==> src/verilog/usb_pid_pkg.sv <==
package usb_pid_pkg;

  // Token kinds as delivered by the packet decoder
  typedef enum logic [1:0] {
    TOK_OUT   = 2'b00,
    TOK_SOF   = 2'b01,
    TOK_IN    = 2'b10,
    TOK_SETUP = 2'b11
  } tok_type_e;

  // Handshake kinds, STALL and NYET are not used here
  typedef enum logic [1:0] {
    HSK_ACK = 2'b00,
    HSK_NAK = 2'b10
  } hsk_type_e;

  // Data packet kinds, no high-speed DATA2/MDATA on a full-speed device
  typedef enum logic [1:0] {
    DATA0 = 2'b00,
    DATA1 = 2'b10
  } data_pid_e;

  // Received token, address and endpoint ride along but are not filtered
  typedef struct packed {
    logic       recv;
    tok_type_e  kind;
    logic [6:0] addr;
    logic [3:0] endp;
  } tok_s;

  // Received handshake
  typedef struct packed {
    logic      recv;
    hsk_type_e kind;
  } hsk_rx_s;

  // Header of a received data packet, payload follows on the byte stream
  typedef struct packed {
    logic      recv;
    data_pid_e kind;
  } data_rx_s;

  // One stream beat, the ready travels on its own wire
  typedef struct packed {
    logic       valid;
    logic       last;
    logic [7:0] data;
  } byte_stream_s;

endpackage

==> src/verilog/ctl_xfer_pkg.sv <==
package ctl_xfer_pkg;

  import usb_pid_pkg::*;

  // SETUP payload is always eight bytes
  localparam int SETUP_BYTES = 8;
  localparam int SETUP_PTR_W = 3;

  // Stages of one control transfer
  typedef enum logic [3:0] {
    CTL_DONE       = 4'h0,
    CTL_SETUP_RX   = 4'h1,
    CTL_SETUP_ACK  = 4'h2,
    CTL_DATA_TOK   = 4'h3,
    CTL_DATO_RX    = 4'h4,
    CTL_DATO_ACK   = 4'h5,
    CTL_DATI_TX    = 4'h6,
    CTL_DATI_ACK   = 4'h7,
    CTL_STATUS_TOK = 4'h8,
    CTL_STATUS_RX  = 4'h9,
    CTL_STATUS_TX  = 4'ha,
    CTL_STATUS_ACK = 4'hb
  } ctl_stage_e;

  // Decoded SETUP request, multi-byte fields are little-endian on the wire
  typedef struct packed {
    logic [7:0]  rtype;
    logic [7:0]  request;
    logic [15:0] value;
    logic [15:0] index;
    logic [15:0] length;
  } setup_req_s;

  // Single-cycle send request from the stage FSM
  typedef struct packed {
    logic      hsk_req;
    logic      data_req;
    logic      zero_len;
    data_pid_e kind;
  } pkt_req_s;

endpackage

==> src/verilog/setup_parser.sv <==
`timescale 1ns/1ns

module setup_parser import usb_pid_pkg::*, ctl_xfer_pkg::*; (
  input  logic         clock,
  input  logic         reset,
  input  logic         fsm_idle_i,
  input  logic         setup_active_i,
  input  byte_stream_s usb_rx_i,
  input  byte_stream_s ctl_tx_i,
  input  logic         ctl_tready_i,
  output setup_req_s   req_o,
  output logic         start_o,
  output logic         cycle_o
);

  logic [SETUP_PTR_W-1:0] ptr_q;
  setup_req_s             req_q;
  logic                   start_q;
  logic                   cycle_q;
  logic                   rx_take;
  logic                   last_byte;
  logic                   tx_done;

  // Receive stream is never stalled, so valid alone moves a byte
  assign rx_take   = setup_active_i && usb_rx_i.valid;
  assign last_byte = ptr_q == SETUP_PTR_W'(SETUP_BYTES - 1);
  // Handler finished its IN data
  assign tx_done   = ctl_tx_i.valid && ctl_tready_i && ctl_tx_i.last;

  always_ff @(posedge clock) begin
    if (reset) begin
      ptr_q   <= '0;
      req_q   <= '0;
      start_q <= 1'b0;
      cycle_q <= 1'b0;
    end else if (fsm_idle_i) begin
      // Bus idle, get ready for the next SETUP
      ptr_q        <= '0;
      req_q.length <= '0;
      start_q      <= 1'b0;
      cycle_q      <= 1'b0;
    end else begin
      start_q <= 1'b0;
      if (rx_take) begin
        // Steer byte into its field
        case (ptr_q)
          3'd0: req_q.rtype         <= usb_rx_i.data;
          3'd1: req_q.request       <= usb_rx_i.data;
          3'd2: req_q.value[7:0]    <= usb_rx_i.data;
          3'd3: req_q.value[15:8]   <= usb_rx_i.data;
          3'd4: req_q.index[7:0]    <= usb_rx_i.data;
          3'd5: req_q.index[15:8]   <= usb_rx_i.data;
          3'd6: req_q.length[7:0]   <= usb_rx_i.data;
          default: req_q.length[15:8] <= usb_rx_i.data;
        endcase
        if (last_byte) begin
          // Request complete, hand it to the handler
          start_q <= 1'b1;
          cycle_q <= 1'b1;
        end else begin
          ptr_q <= ptr_q + 1'b1;
        end
      end else if (tx_done) begin
        cycle_q <= 1'b0;
      end
    end
  end

  assign req_o   = req_q;
  assign start_o = start_q;
  assign cycle_o = cycle_q;

endmodule

==> src/verilog/ctl_stage_fsm.sv <==
`timescale 1ns/1ns

module ctl_stage_fsm import usb_pid_pkg::*, ctl_xfer_pkg::*; (
  input  logic         clock,
  input  logic         reset,
  input  logic         fsm_ctrl_i,
  input  logic         fsm_idle_i,
  input  setup_req_s   req_i,
  input  tok_s         tok_i,
  input  hsk_rx_s      hsk_rx_i,
  input  logic         hsk_sent_i,
  input  data_rx_s     data_rx_i,
  input  byte_stream_s usb_rx_i,
  input  byte_stream_s ctl_tx_i,
  input  logic         ctl_tready_i,
  input  logic         data_taken_i,
  output logic         setup_active_o,
  output logic         stage_done_o,
  output pkt_req_s     pkt_req_o
);

  ctl_stage_e stage_q;
  ctl_stage_e stage_d;
  logic       data_recv_q;
  data_pid_e  data_kind_q;
  logic       odd_q;
  logic       out_seen_q;
  logic       tx_issued_q;
  logic       rx_beat_end;
  logic       rx_zero_end;
  logic       rx_end;
  logic       rx_stage;
  logic       tx_last;
  logic       tok_in;
  logic       tok_out;
  pkt_req_s   pkt_req;

  // Recv pulse delayed by one so it lines up with a bare last
  always_ff @(posedge clock) begin
    if (reset) begin
      data_recv_q <= 1'b0;
    end else if (data_rx_i.recv) begin
      data_recv_q <= 1'b1;
    end else if (usb_rx_i.valid || usb_rx_i.last) begin
      data_recv_q <= 1'b0;
    end
  end

  always_ff @(posedge clock) begin
    if (data_rx_i.recv) begin
      data_kind_q <= data_rx_i.kind;
    end
  end

  assign rx_beat_end = usb_rx_i.valid && usb_rx_i.last;
  // Last without data right after recv means an empty DATA1
  assign rx_zero_end = data_recv_q && !usb_rx_i.valid && usb_rx_i.last &&
                       data_kind_q == DATA1;
  assign rx_end      = rx_beat_end || rx_zero_end;
  assign tx_last     = ctl_tx_i.valid && ctl_tready_i && ctl_tx_i.last;
  assign tok_in      = tok_i.recv && tok_i.kind == TOK_IN;
  // SOF tokens are ignored by the sequencer
  assign tok_out     = tok_i.recv && tok_i.kind == TOK_OUT;

  always_comb begin
    stage_d = stage_q;
    if (!fsm_ctrl_i) begin
      stage_d = CTL_SETUP_RX;
    end else begin
      case (stage_q)
        CTL_SETUP_RX: if (rx_end) stage_d = CTL_SETUP_ACK;
        CTL_SETUP_ACK: begin
          // No data stage for a zero-length request
          if (hsk_sent_i) begin
            stage_d = (req_i.length == 16'd0) ? CTL_STATUS_TOK : CTL_DATA_TOK;
          end
        end
        CTL_DATA_TOK: begin
          // IN after OUT data opens the status stage
          if (tok_in) begin
            stage_d = out_seen_q ? CTL_STATUS_TX : CTL_DATI_TX;
          end else if (tok_out) begin
            stage_d = CTL_DATO_RX;
          end
        end
        CTL_DATO_RX: if (rx_end) stage_d = CTL_DATO_ACK;
        CTL_DATO_ACK: if (hsk_sent_i) stage_d = CTL_DATA_TOK;
        CTL_DATI_TX: if (tx_last) stage_d = CTL_DATI_ACK;
        CTL_DATI_ACK: begin
          // Anything but ACK from the host aborts the transfer
          if (hsk_rx_i.recv && hsk_rx_i.kind == HSK_ACK) begin
            stage_d = CTL_STATUS_TOK;
          end else if (hsk_rx_i.recv || tok_i.recv) begin
            stage_d = CTL_DONE;
          end
        end
        CTL_STATUS_TOK: begin
          if (tok_in) begin
            stage_d = CTL_STATUS_TX;
          end else if (tok_out) begin
            stage_d = CTL_STATUS_RX;
          end
        end
        CTL_STATUS_RX: if (rx_end) stage_d = CTL_STATUS_ACK;
        // Empty DATA1 accepted by the issuer
        CTL_STATUS_TX: if (data_taken_i) stage_d = CTL_STATUS_ACK;
        CTL_STATUS_ACK: if (hsk_rx_i.recv || hsk_sent_i) stage_d = CTL_DONE;
        CTL_DONE: if (fsm_idle_i) stage_d = CTL_SETUP_RX;
        default: stage_d = CTL_SETUP_RX;
      endcase
    end
  end

  always_ff @(posedge clock) begin
    if (reset) begin
      stage_q     <= CTL_SETUP_RX;
      odd_q       <= 1'b0;
      out_seen_q  <= 1'b0;
      tx_issued_q <= 1'b0;
    end else begin
      stage_q <= stage_d;
      // One data request per transmit stage
      if (stage_d != stage_q) begin
        tx_issued_q <= 1'b0;
      end else if (pkt_req.data_req) begin
        tx_issued_q <= 1'b1;
      end
      // Data stage starts on DATA1, status stage is always DATA1
      if (stage_q == CTL_SETUP_ACK || stage_d == CTL_STATUS_TOK ||
          stage_d == CTL_STATUS_TX) begin
        odd_q <= 1'b1;
      end else if (stage_q == CTL_DATO_ACK && stage_d == CTL_DATA_TOK) begin
        odd_q <= ~odd_q;
      end
      // Remember the direction of the data stage
      if (stage_q == CTL_SETUP_ACK) begin
        out_seen_q <= 1'b0;
      end else if (stage_q == CTL_DATO_ACK && stage_d == CTL_DATA_TOK) begin
        out_seen_q <= 1'b1;
      end
    end
  end

  assign rx_stage = stage_q inside {CTL_SETUP_RX, CTL_DATO_RX, CTL_STATUS_RX};

  always_comb begin
    // ACK every packet we receive
    pkt_req.hsk_req  = fsm_ctrl_i && !fsm_idle_i && rx_stage && rx_end;
    // IN data on the first handler beat, status IN carries no payload
    pkt_req.data_req = fsm_ctrl_i && !tx_issued_q &&
                       ((stage_q == CTL_DATI_TX && ctl_tx_i.valid) ||
                        stage_q == CTL_STATUS_TX);
    pkt_req.zero_len = stage_q == CTL_STATUS_TX;
    pkt_req.kind     = odd_q ? DATA1 : DATA0;
  end

  assign pkt_req_o      = pkt_req;
  assign setup_active_o = stage_q == CTL_SETUP_RX;
  assign stage_done_o   = stage_q == CTL_DONE;

endmodule

==> src/verilog/packet_issuer.sv <==
`timescale 1ns/1ns

module packet_issuer import usb_pid_pkg::*, ctl_xfer_pkg::*; (
  input  logic      clock,
  input  logic      reset,
  input  pkt_req_s  pkt_req_i,
  input  logic      hsk_sent_i,
  input  logic      usb_busy_i,
  output logic      data_taken_o,
  output logic      hsk_send_o,
  output hsk_type_e hsk_type_o,
  output logic      usb_send_o,
  output data_pid_e usb_type_o
);

  logic      hsk_send_q;
  logic      usb_send_q;
  data_pid_e usb_type_q;
  logic      data_taken_q;

  // Send flags stay up until the encoder answers
  always_ff @(posedge clock) begin
    if (reset) begin
      hsk_send_q   <= 1'b0;
      usb_send_q   <= 1'b0;
      data_taken_q <= 1'b0;
    end else begin
      data_taken_q <= 1'b0;
      if (hsk_send_q) begin
        if (hsk_sent_i) hsk_send_q <= 1'b0;
      end else if (pkt_req_i.hsk_req) begin
        hsk_send_q <= 1'b1;
      end
      // Busy means the encoder has picked up the data packet
      if (usb_busy_i) begin
        usb_send_q <= 1'b0;
      end else if (!usb_send_q && pkt_req_i.data_req) begin
        usb_send_q   <= 1'b1;
        data_taken_q <= pkt_req_i.zero_len;
      end
    end
  end

  // Data kind latched with its request
  always_ff @(posedge clock) begin
    if (!usb_send_q && !usb_busy_i && pkt_req_i.data_req) usb_type_q <= pkt_req_i.kind;
  end

  assign hsk_send_o   = hsk_send_q;
  // The engine only ever answers received packets with ACK
  assign hsk_type_o   = HSK_ACK;
  assign usb_send_o   = usb_send_q;
  assign usb_type_o   = usb_type_q;
  assign data_taken_o = data_taken_q;

endmodule

==> src/verilog/control_transfer_top.sv <==
`timescale 1ns/1ns

module control_transfer_top import usb_pid_pkg::*, ctl_xfer_pkg::*; (
  input  logic         clock,
  input  logic         reset,
  input  logic         fsm_ctrl_i,
  input  logic         fsm_idle_i,
  // From the packet decoder
  input  tok_s         tok_i,
  input  hsk_rx_s      hsk_rx_i,
  input  data_rx_s     data_rx_i,
  input  byte_stream_s usb_rx_i,
  // From the packet encoder
  input  logic         hsk_sent_i,
  input  logic         usb_busy_i,
  input  logic         usb_sent_i,
  // IN data from the request handler, out to the encoder
  input  byte_stream_s ctl_tx_i,
  output logic         ctl_tready_o,
  output byte_stream_s usb_tx_o,
  input  logic         usb_tready_i,
  // Request to the handler
  output setup_req_s   ctl_req_o,
  output logic         ctl_start_o,
  output logic         ctl_cycle_o,
  output logic         ctl_done_o,
  // Send requests to the encoder
  output logic         hsk_send_o,
  output hsk_type_e    hsk_type_o,
  output logic         usb_send_o,
  output data_pid_e    usb_type_o
);

  setup_req_s req;
  logic       setup_active;
  pkt_req_s   pkt_req;
  logic       data_taken;

  // IN data goes straight through, back-pressure included
  assign usb_tx_o     = ctl_tx_i;
  assign ctl_tready_o = usb_tready_i;
  assign ctl_req_o    = req;

  setup_parser i_setup_parser (
    .clock          (clock),
    .reset          (reset),
    .fsm_idle_i     (fsm_idle_i),
    .setup_active_i (setup_active),
    .usb_rx_i       (usb_rx_i),
    .ctl_tx_i       (ctl_tx_i),
    .ctl_tready_i   (usb_tready_i),
    .req_o          (req),
    .start_o        (ctl_start_o),
    .cycle_o        (ctl_cycle_o)
  );

  ctl_stage_fsm i_ctl_stage_fsm (
    .clock          (clock),
    .reset          (reset),
    .fsm_ctrl_i     (fsm_ctrl_i),
    .fsm_idle_i     (fsm_idle_i),
    .req_i          (req),
    .tok_i          (tok_i),
    .hsk_rx_i       (hsk_rx_i),
    .hsk_sent_i     (hsk_sent_i),
    .data_rx_i      (data_rx_i),
    .usb_rx_i       (usb_rx_i),
    .ctl_tx_i       (ctl_tx_i),
    .ctl_tready_i   (usb_tready_i),
    .data_taken_i   (data_taken),
    .setup_active_o (setup_active),
    .stage_done_o   (ctl_done_o),
    .pkt_req_o      (pkt_req)
  );

  packet_issuer i_packet_issuer (
    .clock        (clock),
    .reset        (reset),
    .pkt_req_i    (pkt_req),
    .hsk_sent_i   (hsk_sent_i),
    .usb_busy_i   (usb_busy_i),
    .data_taken_o (data_taken),
    .hsk_send_o   (hsk_send_o),
    .hsk_type_o   (hsk_type_o),
    .usb_send_o   (usb_send_o),
    .usb_type_o   (usb_type_o)
  );

endmodule

==> config.mk <==
export PLATFORM = sky130hd
export DESIGN_NAME = control_transfer_top
export DESIGN_NICKNAME = d
export VERILOG_FILES = /design/src/verilog/usb_pid_pkg.sv /design/src/verilog/ctl_xfer_pkg.sv /design/src/verilog/setup_parser.sv /design/src/verilog/ctl_stage_fsm.sv /design/src/verilog/packet_issuer.sv /design/src/verilog/control_transfer_top.sv
export SDC_FILE = /design/constraint.sdc
export NUM_CORES = 1
export LEC_CHECK = 0
export ABC_AREA = 1
export ABC_CLOCK_PERIOD_IN_PS = 1900
export BUFFER_PORTS_ARGS = -buffer_cell sky130_fd_sc_hd__buf_4
export CORE_MARGIN = 4
export CORE_UTILIZATION = 49
export DETAILED_ROUTE_END_ITERATION = 7
export PLACE_DENSITY = 0.79
export SYNTH_ARGS = -nofsm -noshare
export SYNTH_HDL_FRONTEND = slang
export SYNTH_SLANG_ARGS = --single-unit
==> constraint.sdc <==
create_clock -name clock -period 1.9 [get_ports clock]
set_input_delay 0.285 -clock clock [delete_from_list [all_inputs] [get_ports clock]]
set_output_delay 0.285 -clock clock [all_outputs]
set_load 0.05 [all_outputs]
==> reports/qor.csv, run 1 <==
stage,metric,value,unit
logic_synthesis,synthCells,447,
cells_and_area,fin_util,0.669,
clock_network,clk_latency,0.35,ns
worst_hold_path,hold_class,in -> reg,
global_route,grt_pass1_vias,3146,
power_and_ir_drop,pwr-share-seq,0.477,
worst_setup_path,start_kind,register,
clock_network,numCtsBuffers,9,
timing,fmax,0.583,GHz
floorplanning,start_util,0.513,
cells_and_area,final_area,4620,µm²
global_route,grt_overflow_total,0,
clock_network,cts.sinks,83,
timing,final-max-slew-violation-count,0,
worst_setup_path,cp_cell_sequence,inv_1 -> nor2_1 -> buf_4 -> o21ai_0 -> nand2_1 -> nor2_1 -> nand4_1 -> nand2_1 -> nand2_1 -> nand3_1 -> nor2_1,
placed_design,hpwl,6820,µm
timing,min_period,1.72,ns
cells_and_area,drive_gt1_frac,0.282,
route,drc,0,
run,max_cap_violations,0,
power_and_ir_drop,swShare,0.264,
floorplanning,die_area,8650,µm²
timing,holdWs,0.111,ns
clock_network,ctsLongestPathBuffers,2,
logic_synthesis,yosysSeqAreaShare,0.478,
logic_synthesis,synth_seq_cells,83,
clock_network,hold_buffers,0,
route,drt_wl_total,9680,µm
placed_design,placed_area,4290,µm²
power_and_ir_drop,p_total,3.80,mW
worst_setup_path,cp_slowest_cell,dfxtp_2,
worst_hold_path,min_to,i_ctl_stage_fsm.data_kind_q[1],
logic_synthesis,syn_area_per_cell,7.92,µm²
power_and_ir_drop,intPower,2.79,mW
placed_design,preCtsSetupSlack,0.0894,ns
cells_and_area,num_antenna_cells,0,
power_and_ir_drop,ir_worst_vdd,442,µV
worst_setup_path,end_kind,register,
worst_hold_path,hold-path-cell-count,1,
worst_setup_path,worstSetupStartpoint,i_ctl_stage_fsm.stage_q[2],
worst_setup_path,required,2.15,ns
cells_and_area,final_common_cell,buf_4,
timing,worst_slack,0.184,ns
placed_design,routabilityCongestion,0.945,
route,vias,3330,
power_and_ir_drop,p_leak,2.15,nW
clock_network,root_buffer,clkbuf_8,
route,first_pass_iters,5,
floorplanning,fp.dieH,93.0,µm
floorplanning,num_io_pins,132,
worst_setup_path,ff2ff_setup_slack,0.18,ns
cells_and_area,area_delta_synth_final,30.5,%
power_and_ir_drop,power.share.clock,0.398,
floorplanning,coreArea,6910,µm²
route,wl_per_cell,14.9,µm
clock_network,clk_pin_slew,0.08,ns
worst_hold_path,min_from,data_rx_i[1],
placed_design,dp.cells,625,
clock_network,cts_max_level,3,
worst_setup_path,critPathKind,reg -> reg,
cells_and_area,nets,602,
logic_synthesis,synthDistinctLibCells,29,
worst_setup_path,path_max_fanout,7,
route,via_per_inst,5.13,
outcome,outcome,finished clean,
timing,setup_tns,0,ns
worst_setup_path,r2r_end,i_ctl_stage_fsm.tx_issued_q,
route,postRouteAntennaNets,0,
cells_and_area,final_cells,649,
route,drt_iter0_markers,269,
floorplanning,rows,30,
timing,min_period_over_period,0.903,
global_route,grt_max_degree,49,
clock_network,cts_tree,built,
global_route,grt_use_total,0.225,
power_and_ir_drop,power_density,821,nW/µm²
logic_synthesis,synthesis.area,3540,µm²
power_and_ir_drop,comb_power_share,0.125,
worst_setup_path,reg2reg_depth,11,
global_route,grt_pass1_wl,15500,µm
worst_setup_path,slowest_delay,0.36,ns
logic_synthesis,yosys_warnings,0,
cells_and_area,final_cell_mix,"buf_4 (116), dfxtp_1 (77), a21oi_1 (70)",
timing,skew,0.00624,ns
floorplanning,die_w,93.0,µm
timing,setup_viol,0,
global_route,grt_antenna_before_repair,0,
worst_setup_path,reg2reg_from,i_ctl_stage_fsm.stage_q[2],
power_and_ir_drop,switchingPower,1.00,mW
timing,hold_viol_final,0,
worst_setup_path,arrival,1.97,ns
placed_design,port_buffers,100,
## final cells by class
cell class | instances | area (µm²)
Clock inverter | 5 | 80.1
Inverter | 44 | 169
Timing Repair Buffer | 117 | 891
Sequential cell | 83 | 1700
Clock buffer | 11 | 163
Tap cell | 96 | 120
Multi-Input combinational cell | 293 | 1500
Fill cell | 617 | 2290
## cells in the mapped netlist
cell	n	share of area
nand2_2	2	0.0035
nand4_1	7	0.012
nand2_1	43	0.046
buf_6	5	0.016
ha_1	6	0.021
nor3_2	1	0.0028
o211ai_1	1	0.0021
or2_2	1	0.0018
nor2_4	5	0.016
inv_2	3	0.0032
inv_1	41	0.043
nor2_2	1	0.0018
clkbuf_1	6	0.0064
buf_2	4	0.0057
nor2_1	49	0.052
conb_1	1	0.0011
a211oi_1	4	0.0085
edfxtp_1	3	0.025
dfxtp_1	80	0.45
buf_1	1	0.0011
buf_4	14	0.030
nand3b_1	1	0.0021
a21oi_1	71	0.10
nor3_1	3	0.0042
o21ai_0	69	0.098
nor3_4	2	0.0092
a32oi_1	1	0.0025
xor2_1	1	0.0025
nand3_1	21	0.030
## repair_timing
item	in CTS	in global routing
gates resized for setup	0	8
endpoints found under the setup margin	0	49
setup buffers	0	7
## layer usage
metal | GRT usage | vias to the layer above | wire length, µm | part of all wire
met5 | 0 | - | 0 | 0
met4 | 0.0549 | 0 | 108 | 0.011
met3 | 0.0845 | 13 | 896 | 0.093
met2 | 0.355 | 129 | 4510 | 0.47
met1 | 0.291 | 1507 | 4170 | 0.43
li1 | - | 1681 | - | -
## cell families after synthesis
group           after synthesis  share of synthesized area
fa+ha+maj                     6                     0.0212
flops                        83                      0.478
simple gates                136                      0.181
compound gates              146                      0.211
buf+inv                      74                      0.105
other cells                   1                    0.00106
xor+xnor                      1                    0.00247
## flip-flops by register name (all words and copies together) (netlist names)
signal,flops
i_setup_parser.req_o,64
i_ctl_stage_fsm.stage_q,4
i_setup_parser.ptr_q,3
i_ctl_stage_fsm.data_kind_q,2
i_ctl_stage_fsm.data_recv_q,1
i_ctl_stage_fsm.odd_q,1
i_ctl_stage_fsm.out_seen_q,1
i_ctl_stage_fsm.tx_issued_q,1
i_packet_issuer.data_taken_o,1
i_packet_issuer.hsk_send_o,1
i_packet_issuer.usb_send_o,1
i_packet_issuer.usb_type_o,1
i_setup_parser.cycle_o,1
i_setup_parser.start_o,1
## worst max-delay path by stage
| stage | slack, ns | to | cells past startpoint |
|---|---|---|---|
| after floorplan | 0.33 | i_setup_parser.req_o[15] | 8 |
| after global placement | 0.18 | i_setup_parser.req_o[50] | 10 |
| after detailed placement | 0.09 | i_setup_parser.req_o[54] | 9 |
| after CTS | 0.04 | i_setup_parser.req_o[54] | 10 |
| after global routing | -0.004 | i_ctl_stage_fsm.odd_q | 11 |
| final | 0.18 | i_ctl_stage_fsm.tx_issued_q | 11 |
## power groups by stage
stage	sequential, mW	clock, mW	combinational (mW)
after global placement	1.85	0	0.448
after floorplan	1.95	0	0.251
after global routing	1.82	1.62	0.510
after detailed placement	1.85	0	0.456
final	1.81	1.51	0.473
after CTS	1.81	1.53	0.457
## worst max-delay path, delay by kind of cell, from the launching register on
kind,cells,cell delay [ns]
and+or+nand+nor,8,0.81
DFF,1,0.36
buffers and inverters,2,0.30
AOI/OAI and AO/OA,1,0.15
Note: power is estimated with default switching activity, not from simulation.
==> run 2, diff against run 1 <==
--- a/config.mk
+++ b/config.mk
@@ -5,11 +5,11 @@
 export SDC_FILE = /design/constraint.sdc
 export NUM_CORES = 1
 export LEC_CHECK = 0
-export ABC_AREA = 1
+export ABC_AREA = 0
 export ABC_CLOCK_PERIOD_IN_PS = 1900
 export BUFFER_PORTS_ARGS = -buffer_cell sky130_fd_sc_hd__buf_4
 export CORE_MARGIN = 4
-export CORE_UTILIZATION = 49
+export CORE_UTILIZATION = 50
 export DETAILED_ROUTE_END_ITERATION = 7
 export PLACE_DENSITY = 0.79
 export SYNTH_ARGS = -nofsm -noshare
==> reports/qor.csv, run 2 <==
stage,metric,value,unit,change
outcome,outcome,finished clean,,
worst_setup_path,r2r_end,i_ctl_stage_fsm.tx_issued_q,,
global_route,grt_overflow_total,0,,unchanged
route,drc,0,,unchanged
run,max_cap_violations,0,,unchanged
logic_synthesis,synth_commonest_cells,"dfxtp_1 (80), nand2_1 (53), nor2_1 (53)",,
timing,final-max-slew-violation-count,0,,unchanged
placed_design,dp.cells,633,,+1.3%
logic_synthesis,yosys.area.top_type,dfxtp_1,,
placed_design,port_buffers,100,,unchanged
worst_setup_path,slowest_delay,0.39,ns,+0.03 ns
logic_synthesis,yosysSeqAreaShare,0.440,,-0.0378
timing,min_period_over_period,0.951,,+0.0473
cells_and_area,area_delta_synth_final,32.0,%,
route,first_pass_iters,4,,-1
cells_and_area,final_common_cell,buf_4,,
floorplanning,die_w,95.7,µm,+2.9%
worst_hold_path,min_from,usb_busy_i,,
worst_setup_path,start_kind,register,,
worst_setup_path,arrival,2.06,ns,+0.09 ns
placed_design,routabilityCongestion,0.910,,-3.6%
worst_setup_path,ff2ff_setup_slack,0.09,ns,-0.09 ns
power_and_ir_drop,power_density,715,nW/µm²,-13%
logic_synthesis,synth_ff_type,dfxtp_1,,
clock_network,ctsLongestPathBuffers,2,,unchanged
global_route,grt_antenna_before_repair,0,,unchanged
floorplanning,start_util,0.522,,+0.00906
logic_synthesis,synthArstFlopShare,0,,unchanged
worst_hold_path,min_to,i_packet_issuer.usb_send_o,,
logic_synthesis,syn_area_per_cell,8.66,µm²,+9.3%
logic_synthesis,synthDistinctLibCells,56,,+93%
cells_and_area,nets,600,,-0.33%
cells_and_area,num_antenna_cells,0,,unchanged
clock_network,cts_tree,built,,
worst_hold_path,hold-path-cell-count,2,,+1
worst_setup_path,reg2reg_from,i_ctl_stage_fsm.stage_q[3],,
timing,min_period,1.81,ns,+0.0899 ns
worst_setup_path,required,2.15,ns,about the same
power_and_ir_drop,ir_worst_vdd,705,µV,+60%
timing,setup_viol,0,,unchanged
logic_synthesis,synthesis.area,3840,µm²,+8.6%
route,postRouteAntennaNets,0,,unchanged
worst_hold_path,hold_class,in -> reg,,
worst_setup_path,reg2reg_depth,8,,-3
route,wl_per_cell,16.5,µm,+10%
logic_synthesis,yosys_warnings,0,,unchanged
clock_network,clk_latency,0.35,ns,about the same
worst_setup_path,path_max_fanout,8,,+1
logic_synthesis,synthTopCellsByArea,"dfxtp_1 (42%), mux2i_1 (8.9%), a21oi_1 (5.6%), nand2_1 (5.2%), nor2_1 (5.2%)",,
cells_and_area,final_cell_mix,"buf_4 (133), dfxtp_1 (77), nand2_1 (53)",,
timing,skew,0.0110,ns,+0.00476 ns
clock_network,numCtsBuffers,9,,unchanged
floorplanning,rows,31,,+3.3%
power_and_ir_drop,p_leak,2.34,nW,+8.9%
timing,hold_viol_final,0,,unchanged
worst_setup_path,cp_cell_sequence,buf_12 -> buf_6 -> nand2b_4 -> nor4_4 -> nor4_2 -> o211a_1 -> mux2_4 -> and4_1,,
logic_synthesis,synthCells,444,,-0.67%
logic_synthesis,synth_seq_cells,83,,unchanged
route,via_per_inst,5.42,,+5.6%
worst_setup_path,end_kind,register,,
clock_network,cts.sinks,83,,unchanged
clock_network,clk_pin_slew,0.08,ns,about the same
cells_and_area,final_cells,650,,+0.15%
timing,holdWs,0.104,ns,-0.00678 ns
floorplanning,fp.dieH,95.7,µm,+2.9%
logic_synthesis,synth_top_area_frac,0.417,,-0.0358
floorplanning,num_io_pins,132,,unchanged
placed_design,hpwl,7850,µm,+15%
global_route,grt_max_degree,33,,-33%
logic_synthesis,post-synth-top-count-cell,dfxtp_1,,
floorplanning,die_area,9150,µm²,+5.9%
cells_and_area,drive_gt1_frac,0.334,,+0.0518
floorplanning,coreArea,7370,µm²,+6.7%
clock_network,cts_max_level,3,,unchanged
worst_setup_path,critPathKind,reg -> reg,,
route,vias,3522,,+5.8%
route,drt_iter0_markers,180,,-33%
global_route,grt_pass1_vias,3423,,+8.8%
global_route,grt_pass1_wl,17000,µm,+9.9%
timing,fmax,0.554,GHz,-5.0%
route,drt_wl_total,10700,µm,+11%
worst_setup_path,cp_slowest_cell,dfxtp_4,,
clock_network,root_buffer,clkbuf_8,,
logic_synthesis,synth_edf_count,3,,unchanged
global_route,grt_use_total,0.242,,+0.0172
cells_and_area,largest_reg_flops,64,,unchanged
## run 2: metrics by stage
stage	total power, mW	utilization	setup TNS [ns]	worst slack [ns]	area [µm²]
after floorplan	2.13	-	0	0.0409	3870
after global placement	2.23	0.645	-0.408	-0.0883	4750
after detailed placement	2.24	0.645	-0.686	-0.109	4750
after CTS	3.64	0.680	0	0.0165	5010
after global routing	3.76	0.689	-0.000393	-0.000393	5070
final	3.63	0.689	0	0.0938	5070
## run 2: cells by family (layout without fill, tap and decap cells)
kind of cell             Yosys count  after routing  synth area share
other                              1              3          0.000976
buffers and inverters             54            159            0.0755
AND/OR/NAND/NOR                  196            196             0.268
XOR/XNOR                           2              2           0.00456
multiplexers                      35             35            0.0915
adder cells (fa/ha/maj)            6              6            0.0195
AO/OA/AOI/OAI                     67             67            0.0996
flip-flops                        83             83             0.440
## run 2: where the power goes
group | switching (mW) | internal [mW]
logic | 0.275 | 0.156
registers | 0.0146 | 1.77
clock network | 0.666 | 0.749
## run 2: metal layers
| layer | global-route usage | wire length [µm] |
|---|---|---|
| met5 | 0 | 0 |
| met2 | 0.399 | 5150 |
| met3 | 0.0655 | 989 |
| met4 | 0.0877 | 144 |
| met1 | 0.302 | 4420 |
## run 2: layout make-up
class	count	area [µm²]
clock inverters	7	98.8
inverters	7	26.3
multi-input cells	309	1950
repair buffers	136	1050
flip-flops and latches	83	1700
fillers	613	2290
well taps	99	124
clock buffers	9	124
## run 2: worst max-delay path by stage
stage | from | end | slack (ns) | cells after the start
floorplan | i_setup_parser.ptr_q[2] | i_setup_parser.req_o[12] | 0.04 | 8
global placement | i_ctl_stage_fsm.stage_q[3] | i_ctl_stage_fsm.tx_issued_q | -0.09 | 7
detailed placement | i_ctl_stage_fsm.stage_q[3] | i_ctl_stage_fsm.tx_issued_q | -0.11 | 7
CTS | i_setup_parser.req_o[3] | i_ctl_stage_fsm.tx_issued_q | 0.02 | 6
global route | i_ctl_stage_fsm.stage_q[0] | i_ctl_stage_fsm.tx_issued_q | -0.0004 | 7
finish | i_ctl_stage_fsm.stage_q[3] | i_ctl_stage_fsm.tx_issued_q | 0.09 | 8
## run 2: critical path: cells and delay by family (launching register included)
kind | cells | cell delay [ns]
AO/OA/AOI/OAI | 1 | 0.25
buffers and inverters | 2 | 0.23
flip-flops | 1 | 0.39
multiplexers | 1 | 0.30
AND/OR/NAND/NOR | 4 | 0.53
## run 2: what timing repair did
action                                  4_1_cts  5_1_grt
endpoints found under the setup margin       11        2
setup buffers                                 2        1
gates resized for setup                       4       13
pin swaps                                     0        5
hold buffers                                  0        0
==> run 3, diff against run 2 <==
--- a/config.mk
+++ b/config.mk
@@ -9,9 +9,10 @@
 export ABC_CLOCK_PERIOD_IN_PS = 1900
 export BUFFER_PORTS_ARGS = -buffer_cell sky130_fd_sc_hd__buf_4
 export CORE_MARGIN = 4
-export CORE_UTILIZATION = 50
+export CORE_UTILIZATION = 51
 export DETAILED_ROUTE_END_ITERATION = 7
 export PLACE_DENSITY = 0.79
 export SYNTH_ARGS = -nofsm -noshare
 export SYNTH_HDL_FRONTEND = slang
+export SYNTH_HIERARCHICAL = 1
 export SYNTH_SLANG_ARGS = --single-unit
==> reports/qor.csv, run 3 <==
stage,metric,value,unit,change
global_route,grt_pass1_vias,3476,,+1.5%
floorplanning,die_area,9350,µm²,+2.2%
route,drc,0,,unchanged
route,drt_wl_total,10000,µm,-6.5%
power_and_ir_drop,intPower,2.75,mW,+2.7%
power_and_ir_drop,switchingPower,0.946,mW,-1.1%
floorplanning,fp.dieH,96.7,µm,+1.1%
placed_design,preCtsSetupSlack,0.0113,ns,+0.120 ns
power_and_ir_drop,comb_power_share,0.110,,-0.009
floorplanning,die_w,96.7,µm,+1.1%
logic_synthesis,post-synth-top-count-cell,dfxtp_1,,
worst_setup_path,arrival,2.04,ns,-0.02 ns
floorplanning,coreArea,7690,µm²,+4.3%
power_and_ir_drop,power_density,729,nW/µm²,+1.9%
worst_setup_path,start_kind,register,,
timing,holdWs,0.103,ns,-0.000834 ns
cells_and_area,largest_reg_flops,64,,unchanged
global_route,grt_pass1_wl,16600,µm,-2.8%
clock_network,cts_tree,built,,
cells_and_area,regArea,1730,µm²,+1.6%
worst_hold_path,min_from,usb_busy_i,,
logic_synthesis,synth_edf_count,4,,+1
logic_synthesis,synthesis.area,4010,µm²,+4.4%
clock_network,cts_max_level,3,,unchanged
worst_hold_path,hold-path-cell-count,2,,unchanged
logic_synthesis,syn_area_per_cell,9.23,µm²,+6.6%
worst_setup_path,critPathKind,reg -> reg,,
clock_network,numCtsBuffers,9,,unchanged
run,max_cap_violations,0,,unchanged
route,postRouteAntennaNets,0,,unchanged
power_and_ir_drop,power.share.clock,0.398,,+0.008
logic_synthesis,synthCells,435,,-2.0%
worst_setup_path,r2r_end,i_ctl_stage_fsm/tx_issued_q,,
cells_and_area,area_delta_synth_final,26.2,%,
global_route,grt_overflow_total,0,,unchanged
timing,rsz0062_at_grt,no,,
logic_synthesis,yosys.area.top_type,dfxtp_1,,
timing,skew,0.00780,ns,-0.00321 ns
floorplanning,start_util,0.522,,+0.000574
timing,setup_viol,0,,unchanged
clock_network,cts.sinks,84,,+1.2%
timing,min_period_over_period,0.949,,-0.00207
logic_synthesis,synth_top_area_frac,0.399,,-0.0177
power_and_ir_drop,pwr-share-seq,0.491,,about the same
route,wl_per_cell,15.8,µm,-4.0%
worst_hold_path,min_to,i_packet_issuer/data_taken_o,,
cells_and_area,final_cells,633,,-2.6%
cells_and_area,nets,580,,-3.3%
cells_and_area,final_area,5060,µm²,-0.20%
timing,min_period,1.80,ns,-0.00393 ns
timing,tightest_slew,0.553,ns,
placed_design,port_buffers,101,,+1.0%
worst_setup_path,path_max_fanout,13,,+5
route,via_per_inst,5.38,,-0.64%
route,first_pass_iters,4,,unchanged
route,drt_iter0_markers,143,,-21%
cells_and_area,final_common_cell,buf_4,,
timing,final-max-slew-violation-count,0,,unchanged
worst_hold_path,hold_class,in -> reg,,
worst_setup_path,required,2.14,ns,about the same
logic_synthesis,synthDistinctLibCells,66,,+18%
cells_and_area,multiInputGateArea,2080,µm²,+6.6%
timing,fmax,0.555,GHz,+0.22%
logic_synthesis,synth_ff_type,dfxtp_1,,
placed_design,dp.cells,617,,-2.5%
timing,setup_tns,0,ns,unchanged
logic_synthesis,yosys_warnings,6,,+6
cells_and_area,num_antenna_cells,0,,unchanged
timing,hold_viol_final,0,,unchanged
cells_and_area,fin_util,0.659,,-0.0298
global_route,grt_use_total,0.213,,-0.0291
global_route,grt_busiest_layer,met2,,
global_route,use_met3,0.0714,,+0.00587
global_route,grt_antenna_before_repair,0,,unchanged
floorplanning,rows,32,,+3.2%
cells_and_area,drive_gt1_frac,0.301,,-0.0326
timing,worst_slack,0.0977,ns,+0.00393 ns
power_and_ir_drop,p_leak,2.22,nW,-5.1%
timing,slew_headroom,0.631,,
logic_synthesis,synthTopCellsByArea,"dfxtp_1 (40%), mux2i_1 (11%), nand2b_1 (8.6%), nand2_1 (4.5%), a21oi_1 (4.2%)",,
route,vias,3408,,-3.2%
logic_synthesis,synthArstFlopShare,0,,unchanged
placed_design,hpwl,7340,µm,-6.5%
power_and_ir_drop,swShare,0.256,,-0.00713
cells_and_area,fill_cells,653,,+6.5%
global_route,gr-usage-met2,0.353,,-0.0460
worst_setup_path,reg2reg_from,i_ctl_stage_fsm/stage_q[3],,
logic_synthesis,synth_seq_cells,84,,+1.2%
worst_setup_path,ff2ff_setup_slack,0.1,ns,about the same
floorplanning,num_io_pins,132,,unchanged
clock_network,clk_latency,0.35,ns,about the same
logic_synthesis,yosysSeqAreaShare,0.429,,-0.0112
global_route,grt_max_degree,69,,+110%
clock_network,clk_pin_slew,0.09,ns,about the same
placed_design,placed_area,4820,µm²,+1.4%
global_route,use_met1,0.259,,-0.0435
placed_design,routabilityCongestion,0.862,,-5.3%
outcome,outcome,finished clean,,
clock_network,root_buffer,clkbuf_8,,
power_and_ir_drop,p_total,3.69,mW,+1.7%
logic_synthesis,synth_commonest_cells,"dfxtp_1 (80), nand2b_1 (55), nand2_1 (48)",,
power_and_ir_drop,ir_worst_vdd,422,µV,-40%
worst_setup_path,reg2reg_depth,6,,-2
worst_setup_path,end_kind,register,,
clock_network,ctsLongestPathBuffers,2,,unchanged
cells_and_area,final_cell_mix,"buf_4 (117), dfxtp_1 (77), nand2b_1 (55)",,
==> run 3: changes by cell type in the layout (fill, tap and decap cells not counted), moves of 4 or more <==
cell,previous run,this run
nand2_1,53,47
mux2i_1,34,43
buf_4,133,117
nand3_1,37,12
nand4b_1,0,4
nand2b_1,6,55
nor2_1,52,17
a21oi_1,43,34
o21ai_1,2,10
==> run 3: power groups by stage <==
stage / registers (mW) / logic (mW) / clock network (mW)
final: 1.81 / 0.407 / 1.47
after CTS: 1.81 / 0.406 / 1.49
after detailed placement: 1.85 / 0.404 / 0
after global routing: 1.82 / 0.438 / 1.59
after floorplan: 1.90 / 0.258 / 0
after global placement: 1.85 / 0.398 / 0
==> run 3: worst max path at each step <==
stage	from	to	slack (ns)	cells after the start
floorplan	i_setup_parser/req_o[9]	i_ctl_stage_fsm/stage_q[0]	0.11	5
detailed placement	i_ctl_stage_fsm/stage_q[3]	i_setup_parser/req_o[25]	0.01	5
finish	i_ctl_stage_fsm/stage_q[3]	i_ctl_stage_fsm/tx_issued_q	0.1	6
CTS	i_ctl_stage_fsm/stage_q[3]	i_ctl_stage_fsm/tx_issued_q	0.02	6
global route	i_ctl_stage_fsm/stage_q[3]	i_setup_parser/req_o[40]	0.03	6
global placement	i_ctl_stage_fsm/stage_q[3]	i_setup_parser/req_o[31]	0.06	5
==> run 3: cell families (layout without fill, tap and decap cells) <==
| group | after synthesis | count (layout) | synth area share |
|---|---|---|---|
| AND/OR/NAND/NOR | 182 | 182 | 0.261 |
| buffers and inverters | 43 | 138 | 0.0574 |
| XOR/XNOR | 3 | 3 | 0.00655 |
| multiplexers | 44 | 44 | 0.110 |
| AO/OA/AOI/OAI | 71 | 71 | 0.115 |
| other | 2 | 3 | 0.00187 |
| flip-flops | 84 | 84 | 0.429 |
| adder cells (fa/ha/maj) | 6 | 6 | 0.0187 |
==> run 3: worst max-delay path, cell delays in order, from the launching register on <==
cell      delay, ns
dfxtp_2        0.40
or2_1          0.30
o32a_1         0.36
o22ai_1        0.23
a21oi_1        0.09
o211ai_1       0.23
a211oi_2       0.07
==> run 3: metal layers <==
metal  share of wire  up-vias
met5               0        -
met4           0.015        0
met3           0.070       20
met2            0.49      108
met1            0.42     1609
li1                -     1671
==> run 3: layout make-up <==
type / instances / area share
multi-input cells: 309 / 0.411
flip-flops and latches: 84 / 0.341
repair buffers: 117 / 0.173
clock buffers: 10 / 0.0272
well taps: 102 / 0.0252
clock inverters: 6 / 0.0185
inverters: 5 / 0.00371
==> run 3: repair_timing <==
| item | in CTS | in global routing |
|---|---|---|
| buffers inserted | 0 | 0 |
| setup endpoints to repair | 4 | 49 |
| resized for setup | 2 | 5 |
| gates cloned | 0 | 0 |
| hold buffers | 0 | 0 |
